[src/verilog/board_pkg.sv]
// Board widths, bit positions, game reset length and input structs
package board_pkg;

    // Board joystick words and the game side view of them
    localparam int JOY_W      = 16;
    localparam int GAME_JOY_W = 10;
    localparam int START1_BIT = 6;
    localparam int START2_BIT = 7;
    localparam int COIN_BIT   = 8;
    localparam int PAUSE_BIT  = 9;

    localparam logic INPUTS_ACTIVE_LOW = 1'b1; // Game reads a pressed input as 0

    // Game reset stretch after the last trigger
    localparam int GAME_RST_HOLD  = 256;
    localparam int GAME_RST_CNT_W = $clog2(GAME_RST_HOLD);

    // OSD status word layout
    localparam int STATUS_W           = 32;
    localparam int STATUS_ROT_BIT     = 2;
    localparam int STATUS_FM_OFF_BIT  = 8;
    localparam int STATUS_PSG_OFF_BIT = 9;
    localparam int STATUS_TEST_BIT    = 10;
    localparam int STATUS_PAUSE_BIT   = 11;
    localparam int STATUS_FLIP_BIT    = 12;

    localparam int GFX_LAYERS = 4;

    // Both board joysticks, player 1 in the low word
    typedef struct packed {
        logic [JOY_W-1:0] joy2;
        logic [JOY_W-1:0] joy1;
    } joy_pair_t;

    // Keys as they come out of the keyboard decoder
    typedef struct packed {
        logic [GAME_JOY_W-1:0] joy1;
        logic [GAME_JOY_W-1:0] joy2;
        logic [1:0]            start;
        logic [1:0]            coin;
        logic                  reset;   // Soft reset of the game
        logic                  pause;
        logic                  service;
        logic [GFX_LAYERS-1:0] gfx;     // Layer enable toggles
    } key_state_t;

endpackage

[src/verilog/dip_if.sv]
// Interface for the decoded board settings
interface dip_if;

    logic rot_control;   // Rotate controls for vertical games
    logic flip;          // Screen flip, a change restarts the game
    logic test;
    logic status_pause;  // Pause forced from the OSD
    logic enable_fm;
    logic enable_psg;

    modport decoder (
        output rot_control,
        output flip,
        output test,
        output status_pause,
        output enable_fm,
        output enable_psg
    );

    // Control only needs flip tracking and the forced pause
    modport ctrl (
        input flip,
        input status_pause
    );

    modport mapper (
        input rot_control
    );

endinterface

[src/verilog/sample_sync.sv]
// Two-stage input synchronizer with per-bit rising-edge flags
module sample_sync #(
    parameter type payload_t = logic
) (
    input  logic     clk_sys,
    input  logic     rst,
    input  payload_t din,
    output payload_t level,
    output payload_t rise
);

    payload_t meta; // First stage, may go metastable

    // Rise is computed from the stage about to enter level, so both
    // change on the same edge and rise lasts one cycle
    always_ff @(posedge clk_sys) begin
        if (rst) begin
            meta  <= '0;
            level <= '0;
            rise  <= '0;
        end else begin
            meta  <= din;
            level <= meta;
            rise  <= payload_t'(meta & ~level); // Newly set bits
        end
    end

endmodule

[src/verilog/dip_decode.sv]
// Registered decode of the OSD status word into board settings
module dip_decode import board_pkg::*; (
    input  logic                clk_sys,
    input  logic                rst,
    input  logic [STATUS_W-1:0] status,
    dip_if.decoder              dip
);

    logic rot_q;
    logic flip_q;
    logic test_q;
    logic pause_q;
    logic fm_en_q;
    logic psg_en_q;

    always_ff @(posedge clk_sys) begin
        if (rst) begin
            rot_q    <= 1'b0;
            flip_q   <= 1'b0;
            test_q   <= 1'b0;
            pause_q  <= 1'b0;
            fm_en_q  <= 1'b1;   // Sound on by default
            psg_en_q <= 1'b1;
        end else begin
            rot_q    <= status[STATUS_ROT_BIT];
            flip_q   <= status[STATUS_FLIP_BIT];
            test_q   <= status[STATUS_TEST_BIT];
            pause_q  <= status[STATUS_PAUSE_BIT];
            // OSD stores the sound chips as disable bits
            fm_en_q  <= ~status[STATUS_FM_OFF_BIT];
            psg_en_q <= ~status[STATUS_PSG_OFF_BIT];
        end
    end

    assign dip.rot_control  = rot_q;
    assign dip.flip         = flip_q;
    assign dip.test         = test_q;
    assign dip.status_pause = pause_q;
    assign dip.enable_fm    = fm_en_q;
    assign dip.enable_psg   = psg_en_q;

endmodule

[src/verilog/input_mapper.sv]
// Merge of joystick and key inputs with rotation and active-low output
module input_mapper import board_pkg::*; (
    input  logic                  clk_sys,
    input  logic                  rst,
    input  joy_pair_t             joy,     // Synchronized board joysticks
    input  key_state_t            key,     // Synchronized keys
    dip_if.mapper                 dip,
    output logic [GAME_JOY_W-1:0] game_joystick1,
    output logic [GAME_JOY_W-1:0] game_joystick2,
    output logic [1:0]            game_coin,
    output logic [1:0]            game_start,
    output logic                  game_service
);

    // Quarter turn of the direction bits, buttons untouched
    function automatic logic [GAME_JOY_W-1:0] apply_rot(
        input logic [GAME_JOY_W-1:0] j,
        input logic                  rot
    );
        logic [GAME_JOY_W-1:0] r;
        r = j;
        if (rot) begin
            r[3] = j[0];
            r[2] = j[1];
            r[1] = j[3];
            r[0] = j[2];
        end
        return r;
    endfunction

    logic [GAME_JOY_W-1:0] joy1_mix;
    logic [GAME_JOY_W-1:0] joy2_mix;
    logic [1:0]            coin_mix;
    logic [1:0]            start_mix;

    assign joy1_mix = apply_rot(joy.joy1[GAME_JOY_W-1:0] | key.joy1, dip.rot_control);
    assign joy2_mix = apply_rot(joy.joy2[GAME_JOY_W-1:0] | key.joy2, dip.rot_control);

    // Coin n comes from joystick n+1 only
    assign coin_mix = {joy.joy2[COIN_BIT], joy.joy1[COIN_BIT]} | key.coin;

    // Either joystick can start either player
    assign start_mix = {joy.joy1[START2_BIT], joy.joy1[START1_BIT]}
                     | {joy.joy2[START2_BIT], joy.joy2[START1_BIT]}
                     | key.start;

    always_ff @(posedge clk_sys) begin
        if (rst) begin
            // Idle value, nothing pressed
            game_joystick1 <= {GAME_JOY_W{INPUTS_ACTIVE_LOW}};
            game_joystick2 <= {GAME_JOY_W{INPUTS_ACTIVE_LOW}};
            game_coin      <= {2{INPUTS_ACTIVE_LOW}};
            game_start     <= {2{INPUTS_ACTIVE_LOW}};
            game_service   <= INPUTS_ACTIVE_LOW;
        end else begin
            game_joystick1 <= joy1_mix ^ {GAME_JOY_W{INPUTS_ACTIVE_LOW}};
            game_joystick2 <= joy2_mix ^ {GAME_JOY_W{INPUTS_ACTIVE_LOW}};
            game_coin      <= coin_mix ^ {2{INPUTS_ACTIVE_LOW}};
            game_start     <= start_mix ^ {2{INPUTS_ACTIVE_LOW}};
            game_service   <= key.service ^ INPUTS_ACTIVE_LOW;
        end
    end

endmodule

[src/verilog/board_ctrl.sv]
// Game reset sequencer with pause and graphics layer toggles
module board_ctrl import board_pkg::*; (
    input  logic                  clk_sys,
    input  logic                  rst,
    input  logic                  rst_req,
    input  logic                  downloading,
    input  key_state_t            key_rise,
    input  joy_pair_t             joy_rise,
    dip_if.ctrl                   dip,
    output logic                  game_rst,
    output logic [GFX_LAYERS-1:0] gfx_en,
    output logic                  dip_pause
);

    logic [GAME_RST_CNT_W-1:0] rst_cnt;
    logic                      last_flip;
    logic                      flip_chg;
    logic                      soft_rst;
    logic                      rst_trig;
    logic                      pause_hit;
    logic                      game_pause;

    // Reset key acts once per press
    assign soft_rst = key_rise.reset;

    // Flipping the screen restarts the game
    assign flip_chg = dip.flip != last_flip;

    assign rst_trig = rst | downloading | rst_req | flip_chg | soft_rst;

    always_ff @(posedge clk_sys) begin
        if (rst) begin
            last_flip <= 1'b0;
        end else begin
            last_flip <= dip.flip;
        end
    end

    // Count restarts on every trigger, game_rst drops once the count
    // has covered GAME_RST_HOLD quiet cycles
    always_ff @(posedge clk_sys) begin
        if (rst_trig) begin
            rst_cnt  <= '0;
            game_rst <= 1'b1;
        end else if (rst_cnt != GAME_RST_CNT_W'(GAME_RST_HOLD - 1)) begin
            rst_cnt  <= rst_cnt + 1'b1;
            game_rst <= 1'b1;
        end else begin
            game_rst <= 1'b0;   // Hold over, counter parks here
        end
    end

    // Pause from the keyboard or from either joystick
    assign pause_hit = key_rise.pause
                     | joy_rise.joy1[PAUSE_BIT]
                     | joy_rise.joy2[PAUSE_BIT];

    always_ff @(posedge clk_sys) begin
        if (rst) begin
            game_pause <= 1'b0;
            gfx_en     <= '1;   // All layers visible
        end else begin
            if (pause_hit) begin
                game_pause <= ~game_pause;
            end
            gfx_en <= gfx_en ^ key_rise.gfx; // One toggle per key press
        end
    end

    // Active low towards the game
    assign dip_pause = ~(game_pause | dip.status_pause);

endmodule

[src/verilog/board_top.sv]
// Board input and reset section top level
module board_top import board_pkg::*; (
    input  logic                  clk_sys,
    input  logic                  rst,
    input  logic                  rst_req,
    input  logic                  downloading,
    input  joy_pair_t             board_joystick,
    input  key_state_t            keys,
    input  logic [STATUS_W-1:0]   status,
    output logic                  game_rst,
    output logic [GAME_JOY_W-1:0] game_joystick1,
    output logic [GAME_JOY_W-1:0] game_joystick2,
    output logic [1:0]            game_coin,
    output logic [1:0]            game_start,
    output logic                  game_service,
    output logic [GFX_LAYERS-1:0] gfx_en,
    output logic                  dip_pause,
    output logic                  dip_flip,
    output logic                  dip_test,
    output logic                  enable_fm,
    output logic                  enable_psg
);

    joy_pair_t  joy_level;
    joy_pair_t  joy_rise;
    key_state_t key_level;
    key_state_t key_rise;

    dip_if dip_bus ();

    // Board joysticks come straight from pins
    sample_sync #(
        .payload_t (joy_pair_t)
    ) joy_sync_i (
        .clk_sys (clk_sys),
        .rst     (rst),
        .din     (board_joystick),
        .level   (joy_level),
        .rise    (joy_rise)
    );

    sample_sync #(
        .payload_t (key_state_t)
    ) key_sync_i (
        .clk_sys (clk_sys),
        .rst     (rst),
        .din     (keys),
        .level   (key_level),
        .rise    (key_rise)
    );

    dip_decode dip_decode_i (
        .clk_sys (clk_sys),
        .rst     (rst),
        .status  (status),
        .dip     (dip_bus.decoder)
    );

    input_mapper input_mapper_i (
        .clk_sys        (clk_sys),
        .rst            (rst),
        .joy            (joy_level),
        .key            (key_level),
        .dip            (dip_bus.mapper),
        .game_joystick1 (game_joystick1),
        .game_joystick2 (game_joystick2),
        .game_coin      (game_coin),
        .game_start     (game_start),
        .game_service   (game_service)
    );

    board_ctrl board_ctrl_i (
        .clk_sys     (clk_sys),
        .rst         (rst),
        .rst_req     (rst_req),
        .downloading (downloading),
        .key_rise    (key_rise),
        .joy_rise    (joy_rise),
        .dip         (dip_bus.ctrl),
        .game_rst    (game_rst),
        .gfx_en      (gfx_en),
        .dip_pause   (dip_pause)
    );

    // Settings the game core reads directly
    assign dip_flip   = dip_bus.flip;
    assign dip_test   = dip_bus.test;
    assign enable_fm  = dip_bus.enable_fm;
    assign enable_psg = dip_bus.enable_psg;

endmodule

[config.mk]
export PLATFORM = sky130hd
export DESIGN_NAME = board_top
export DESIGN_NICKNAME = d
export VERILOG_FILES = /design/src/verilog/board_pkg.sv /design/src/verilog/dip_if.sv /design/src/verilog/sample_sync.sv /design/src/verilog/dip_decode.sv /design/src/verilog/input_mapper.sv /design/src/verilog/board_ctrl.sv /design/src/verilog/board_top.sv
export SDC_FILE = /design/constraint.sdc
export NUM_CORES = 1
export LEC_CHECK = 0
export ABC_AREA = 1
export BUFFER_PORTS_ARGS = -buffer_cell sky130_fd_sc_hd__clkbuf_2
export CAP_MARGIN = 40
export CORE_UTILIZATION = 54
export DETAILED_ROUTE_END_ITERATION = 8
export PLACE_DENSITY = 0.88
export SLEW_MARGIN = 40
export SYNTH_ARGS = -nofsm -noshare
export SYNTH_HDL_FRONTEND = slang
export SYNTH_SLANG_ARGS = --single-unit
[constraint.sdc]
create_clock -name clk_sys -period 3.3 [get_ports clk_sys]
set_clock_uncertainty 0.1 [all_clocks]
set_input_delay 0.165 -clock clk_sys [delete_from_list [all_inputs] [get_ports clk_sys]]
set_output_delay 0.165 -clock clk_sys [all_outputs]
set_load 0.05 [all_outputs]
After elaboration in Yosys (flattened, before gate mapping):

Cells that the tools add are included.

* add/sub/neg operators: 1
* equal/unequal tests: 2
* mux-type cells: 3
* bitwise gates (word level): 26

Operator list (number)
* 26-bit bitwise AND: 1
* 26-bit inverter: 1
* 10-bit inverter: 2
* 10-bit bitwise OR: 2
* 8-bit by 1-bit adder with 8-bit output (second input constant): 1
* 4-bit 2-to-1 mux: 2
* 8-bit != test (second input constant): 1
* 7-bit bitwise AND: 1
* 7-bit inverter: 1
* 1-bit bitwise OR: 7
* 2-bit bitwise OR: 3
* 1-bit inverter: 5
* 2-bit inverter: 2
* 4-bit XOR: 1
* 1-bit 2-to-1 mux: 1
* 1-bit != test: 1

* register bits: 186
* word-level logic and storage cells: 73

Longest topological paths before layout:

* depth after elaboration: 4
* mapped depth: 7
* depth with buffers taken out: 7

Cells and area by module:

From an unflattened synthesis, not the netlist that was laid out.

* cells, all modules: 714
* area, all modules: 6765.2 um2

By module, submodules not included
* sample_sync (joy_sync_i): instances 1, cells each 264, area an instance 2661.3 um2, sequential area each 1921.8 um2
* sample_sync (key_sync_i): instances 1, cells each 255, area an instance 2479.9 um2, sequential area each 1861.8 um2
* input_mapper: instances 1, cells each 85, area an instance 787.0 um2, sequential area each 500.5 um2
* board_ctrl: instances 1, cells each 93, area an instance 675.6 um2, sequential area each 300.3 um2
* dip_decode: instances 1, cells each 17, area an instance 161.4 um2, sequential area each 120.1 um2

Least setup slack after synthesis:

OpenSTA, ideal clock, no wires.

* path type: register to register
* start point: register dip_decode_i.flip_q, in the netlist dip_decode_i.dip.flip
* end point: register board_ctrl_i.rst_cnt[0]
* arrival time: 1.150 ns
* required time: 3.136 ns
* setup slack: 1.986 ns
* stages on the path, launching flop included: 5
* path buffers: 0
* cell sequence: dfxtp_1 > xor2_1 > nor2_4 > o21ai_1 > nor2_1

* longest elaborated chain between the ends: 3

Ends and longest elaborated chain
* start, declared: RTL line dip_decode.sv:10 `logic flip_q;`
* start signal, assigned: RTL line dip_decode.sv:26 `flip_q <= status[STATUS_FLIP_BIT];`
* 1-bit != test: RTL line board_ctrl.sv:27 `assign flip_chg = dip.flip != last_flip;`
* 1-bit bitwise OR (2 in a row): RTL line board_ctrl.sv:29 `assign rst_trig = rst | downloading | rst_req | flip_chg | soft_rst;`
* end signal, assigned: RTL line board_ctrl.sv:46 `rst_cnt <= rst_cnt + 1'b1;`
* end, declared: RTL line board_ctrl.sv:15 `logic [GAME_RST_CNT_W-1:0] rst_cnt;`

No other way between the ends.
A chain may end at the register's enable or synchronous reset.

Worst setup path after layout:

* start point: input rst_req
* end point: register board_ctrl_i.rst_cnt[0]

* longest elaborated chain between the ends: 3

Ends and longest elaborated chain
* start, declared: RTL line board_top.sv:5 `input logic rst_req,`
* 1-bit bitwise OR (3 in a row): RTL line board_ctrl.sv:29

No other way between the ends.

==> summary.md <==
| Metric | Value |
|---|---|
| Synth Warn # | `0` |
| Post-layout net count | `771` |
| Finished Core Util | `76.38%` |
| Vias | `3511` |
| Routed wire per std cell | `11.92 µm` |
| Crit Path Category | `primary input to flop` |
| Leak Pwr | `3.092 nW` |
| Final hold vios | `0` |
| CP cell instances | `dlygate4sd3_1 > clkbuf_2 > nor2_1 > nand2_2 > dlygate4sd3_1 > nor2_4 > o21ai_1 > nor2_1` |
| H-Tree Depth | `4` |
| Register clock-pin slew on the reported worst setup and hold paths | `0.06 ns` |
| Cell Area, Synth | `0.004672 mm²` |
| Synth Area in Simple Gates | `14.49%` |
| Max-cap violations | `0` |
| Compound-Gate Fraction of Synth Area | `5.088%` |
| Layout cell share with drive strength beyond 1 | `19.59%` |
| Post-Synth Adder-Cell Area | `0.2678%` |
| CP max-delay cell | `dlygate4sd3_1` |
| Clk buf depth | `2` |
| Placed Cells | `698` |
| Largest family of logic cells by synthesized area | `simple AND/OR/NAND/NOR gates` |
| Post-synthesis xor/xnor area fraction | `1.125%` |
| Largest net degree at the start of global routing | `69` |
| Detailed Route WL | `9404 µm` |
| FILL cells | `471` |
| GRT Total Usage | `22.69%` |
| GRT overflow | `0` |
| Setup TNS Final | `0 ns` |
| Type of the most critical hold path | `primary input to flop` |
| CTS-repair resized insts | `0` |
| Outcome | `completed` |
| FMAX | `0.5986 GHz` |
| # IOs | `134` |
| DIE AREA | `0.009028 mm²` |
| Number of remaining DRC errors | `0` |
| CTS tree | `built` |
| Critical Path RT | `3.63 ns` |
| Mean Syn Cell Area | `9.089 µm²` |
| Sequential cell area | `0.003123 mm²` |
| DR iter-0 viols | `106` |
| Via-to-Cell Ratio | `4.450` |
| Cells after Synth | `514` |
| Worst Path Max Fanout | `9` |
| Initial Utilization | `56.29%` |
| Clk_lat worst skew | `0.50 ns` |
| Initial antenna violation count | `0` |
| Vias in the first global route | `3599` |
| DR pass1 iterations | `4` |
| Power density over the cells | `641.6 mW/mm²` |
| Core Region | `0.008299 mm²` |
| Final Setup Violations | `0` |
| Slew Viols, Final | `0` |
| Fin cells | `789` |
| Die outline width | `95.02 µm` |
| Peak supply drop | `448.6 µV` |
| Die Span Y | `95.02 µm` |
| Syn-to-layout area delta | `35.67%` |
| Synth cell types | `22` |
| Setup repair bufs after CTS | `0` |
| Largest stage delay on the critical path | `0.59 ns` |
| # rows | `33` |
| Syn nets | `614` |
| First-pass GRT wire length | `15170 µm` |
| Multi-input gate area | `979.7 µm²` |
| Startpoint Class | `primary input` |
| Detail Route Antenna Nets | `0` |
| Worst Setup End Kind | `flop` |
| CTS Buf Count | `17` |
| Mux contribution to synthesized area | `0%` |
| Relative slew margins | `47.83%` |
| Tightest Pin Transition | `0.7777 ns` |
| RSZ-0062 raised after global routing | `false` |
| Placed wire-length estimate | `5124 µm` |
| Final Cycle Share | `50.62%` |
| Async set-or-reset flop fraction in the synthesized netlist | `0%` |
| Antenna Cells | `0` |
| GPL Wtd Cong | `0.7344` |
| Root Driver | `clkbuf_8` |
| Number of synthesized flops with an enable pin | `0` |
| Sequential share of the synthesized area | `66.85%` |
| Port buffer count | `95` |
| Post-synth top flop | `dfxtp_1` |
| Synth Register Bits | `156` |
| Crit path time final | `1.671 ns` |
| Worst endpoint data arrival time | `2.00 ns` |
| Clk sink count | `156` |
-- worst max-delay path, delay by kind of cell --
kind                   cells  cell delay, ns
and+or+nand+nor            4            0.48
AOI/OAI and AO/OA          1            0.10
buffers and inverters      3            1.23
-- cell usage after synthesis, types with 4 or more instances --
cell	instances	area share, %
o21ai_0	15	1.6
nor2_1	123	9.9
nand3_1	4	0.43
buf_2	16	1.7
nor3_1	8	0.86
xnor2_1	4	0.75
dfxtp_1	156	67
o31ai_1	10	1.6
inv_1	126	10
nand2_1	26	2.1
a31oi_1	8	1.1
-- cell families after synthesis --
logic type      after synthesis
xor+xnor                      6
buf+inv                     144
compound gates               40
simple gates                167
fa+ha+maj                     1
flops                       156
-- per-stage QoR --
stage	hold slack (ns)	power (mW)	setup WS, ns	instance area (µm²)
after floorplan	0.1346	2.220	1.986	4672
after global placement	0.2205	2.289	1.650	5197
after detailed placement	0.2252	2.300	1.625	5197
after CTS	0.01672	4.085	1.683	6339
after global routing	0.04093	4.231	1.564	6339
final	0.03543	4.067	1.629	6339
-- cell usage in the layout, fill, tap and decap left out --
| cell type | instances |
|---|---|
| o21ai_0 | 15 |
| inv_6 | 3 |
| clkinv_4 | 6 |
| xnor2_1 | 4 |
| clkbuf_8 | 3 |
| xor2_1 | 2 |
| clkbuf_1 | 1 |
| nand2_4 | 1 |
| dfxtp_1 | 156 |
| nor2_2 | 1 |
| nor2_1 | 123 |
| clkinvlp_4 | 2 |
| nor2_4 | 3 |
| nand2_1 | 26 |
| o21a_1 | 1 |
| a31oi_1 | 8 |
| a21oi_1 | 3 |
| buf_4 | 2 |
| clkinv_2 | 1 |
| clkinv_1 | 1 |
| ha_1 | 1 |
| nor3_1 | 8 |
| o31ai_1 | 10 |
| clkbuf_16 | 16 |
| clkbuf_2 | 94 |
| inv_1 | 125 |
| nand3_1 | 4 |
| o21ai_1 | 3 |
| dlygate4sd3_1 | 59 |
| nand2_2 | 1 |
| inv_8 | 1 |
-- layout make-up --
cell class / instances / share of cell area, %
sequential: 156 / 49.27
timing repair buffer: 155 / 16.98
multi-input combinational: 214 / 15.46
inverter: 127 / 7.540
clock buffer: 20 / 7.027
tap: 105 / 2.073
clock inverter: 12 / 1.658
-- final timing paths --
kind,from,endpoint,slack (ns),cells past startpoint
setup / recovery,rst_req,board_ctrl_i.rst_cnt[0]$_SDFFE_PP0P_,1.63,8
hold / removal,rst,dip_decode_i.dip.flip$_SDFF_PP0_,0.04,2
setup reg to reg,key_sync_i.rise[6]$_SDFF_PP0_,board_ctrl_i.rst_cnt[0]$_SDFFE_PP0P_,1.67,6
hold reg to reg,key_sync_i.level[4]$_SDFF_PP0_,input_mapper_i.game_service$_SDFF_PP1_,0.28,1
-- per-layer routing --
| metal | global-route usage [%] | share of wire (%) |
|---|---|---|
| met1 | 21.40 | 39 |
| met2 | 43.17 | 55 |
| met3 | 6.220 | 3.0 |
| met4 | 13.64 | 3.5 |
| met5 | 0 | 0 |
-- registers in the layout, summed over array words and instances, names as in the netlist, 2 cells and up --
register                       flops
input_mapper_i.game_joystick1     10
input_mapper_i.game_coin           2
joy_sync_i.level                  20
input_mapper_i.game_start          2
input_mapper_i.game_joystick2     10
joy_sync_i.meta                   20
joy_sync_i.rise                    2
key_sync_i.meta                   31
board_ctrl_i.gfx_en                4
key_sync_i.level                  31
board_ctrl_i.rst_cnt               8
key_sync_i.rise                    6
-- where the power goes --
group	internal (mW)	leakage [nW]	total [mW]	switching (mW)
Clock	0.984	0.265	1.74	0.760
Sequential	1.97	1.29	2.00	0.0300
Combinational	0.126	1.54	0.321	0.196
Total	3.08	3.09	4.07	0.986
-- timing repair --
item                                    CTS  global route
hold buffers                             59             0
hold endpoints to repair                 66             0
endpoints found under the setup margin    0             0
(Power assumes the default switching activity.)
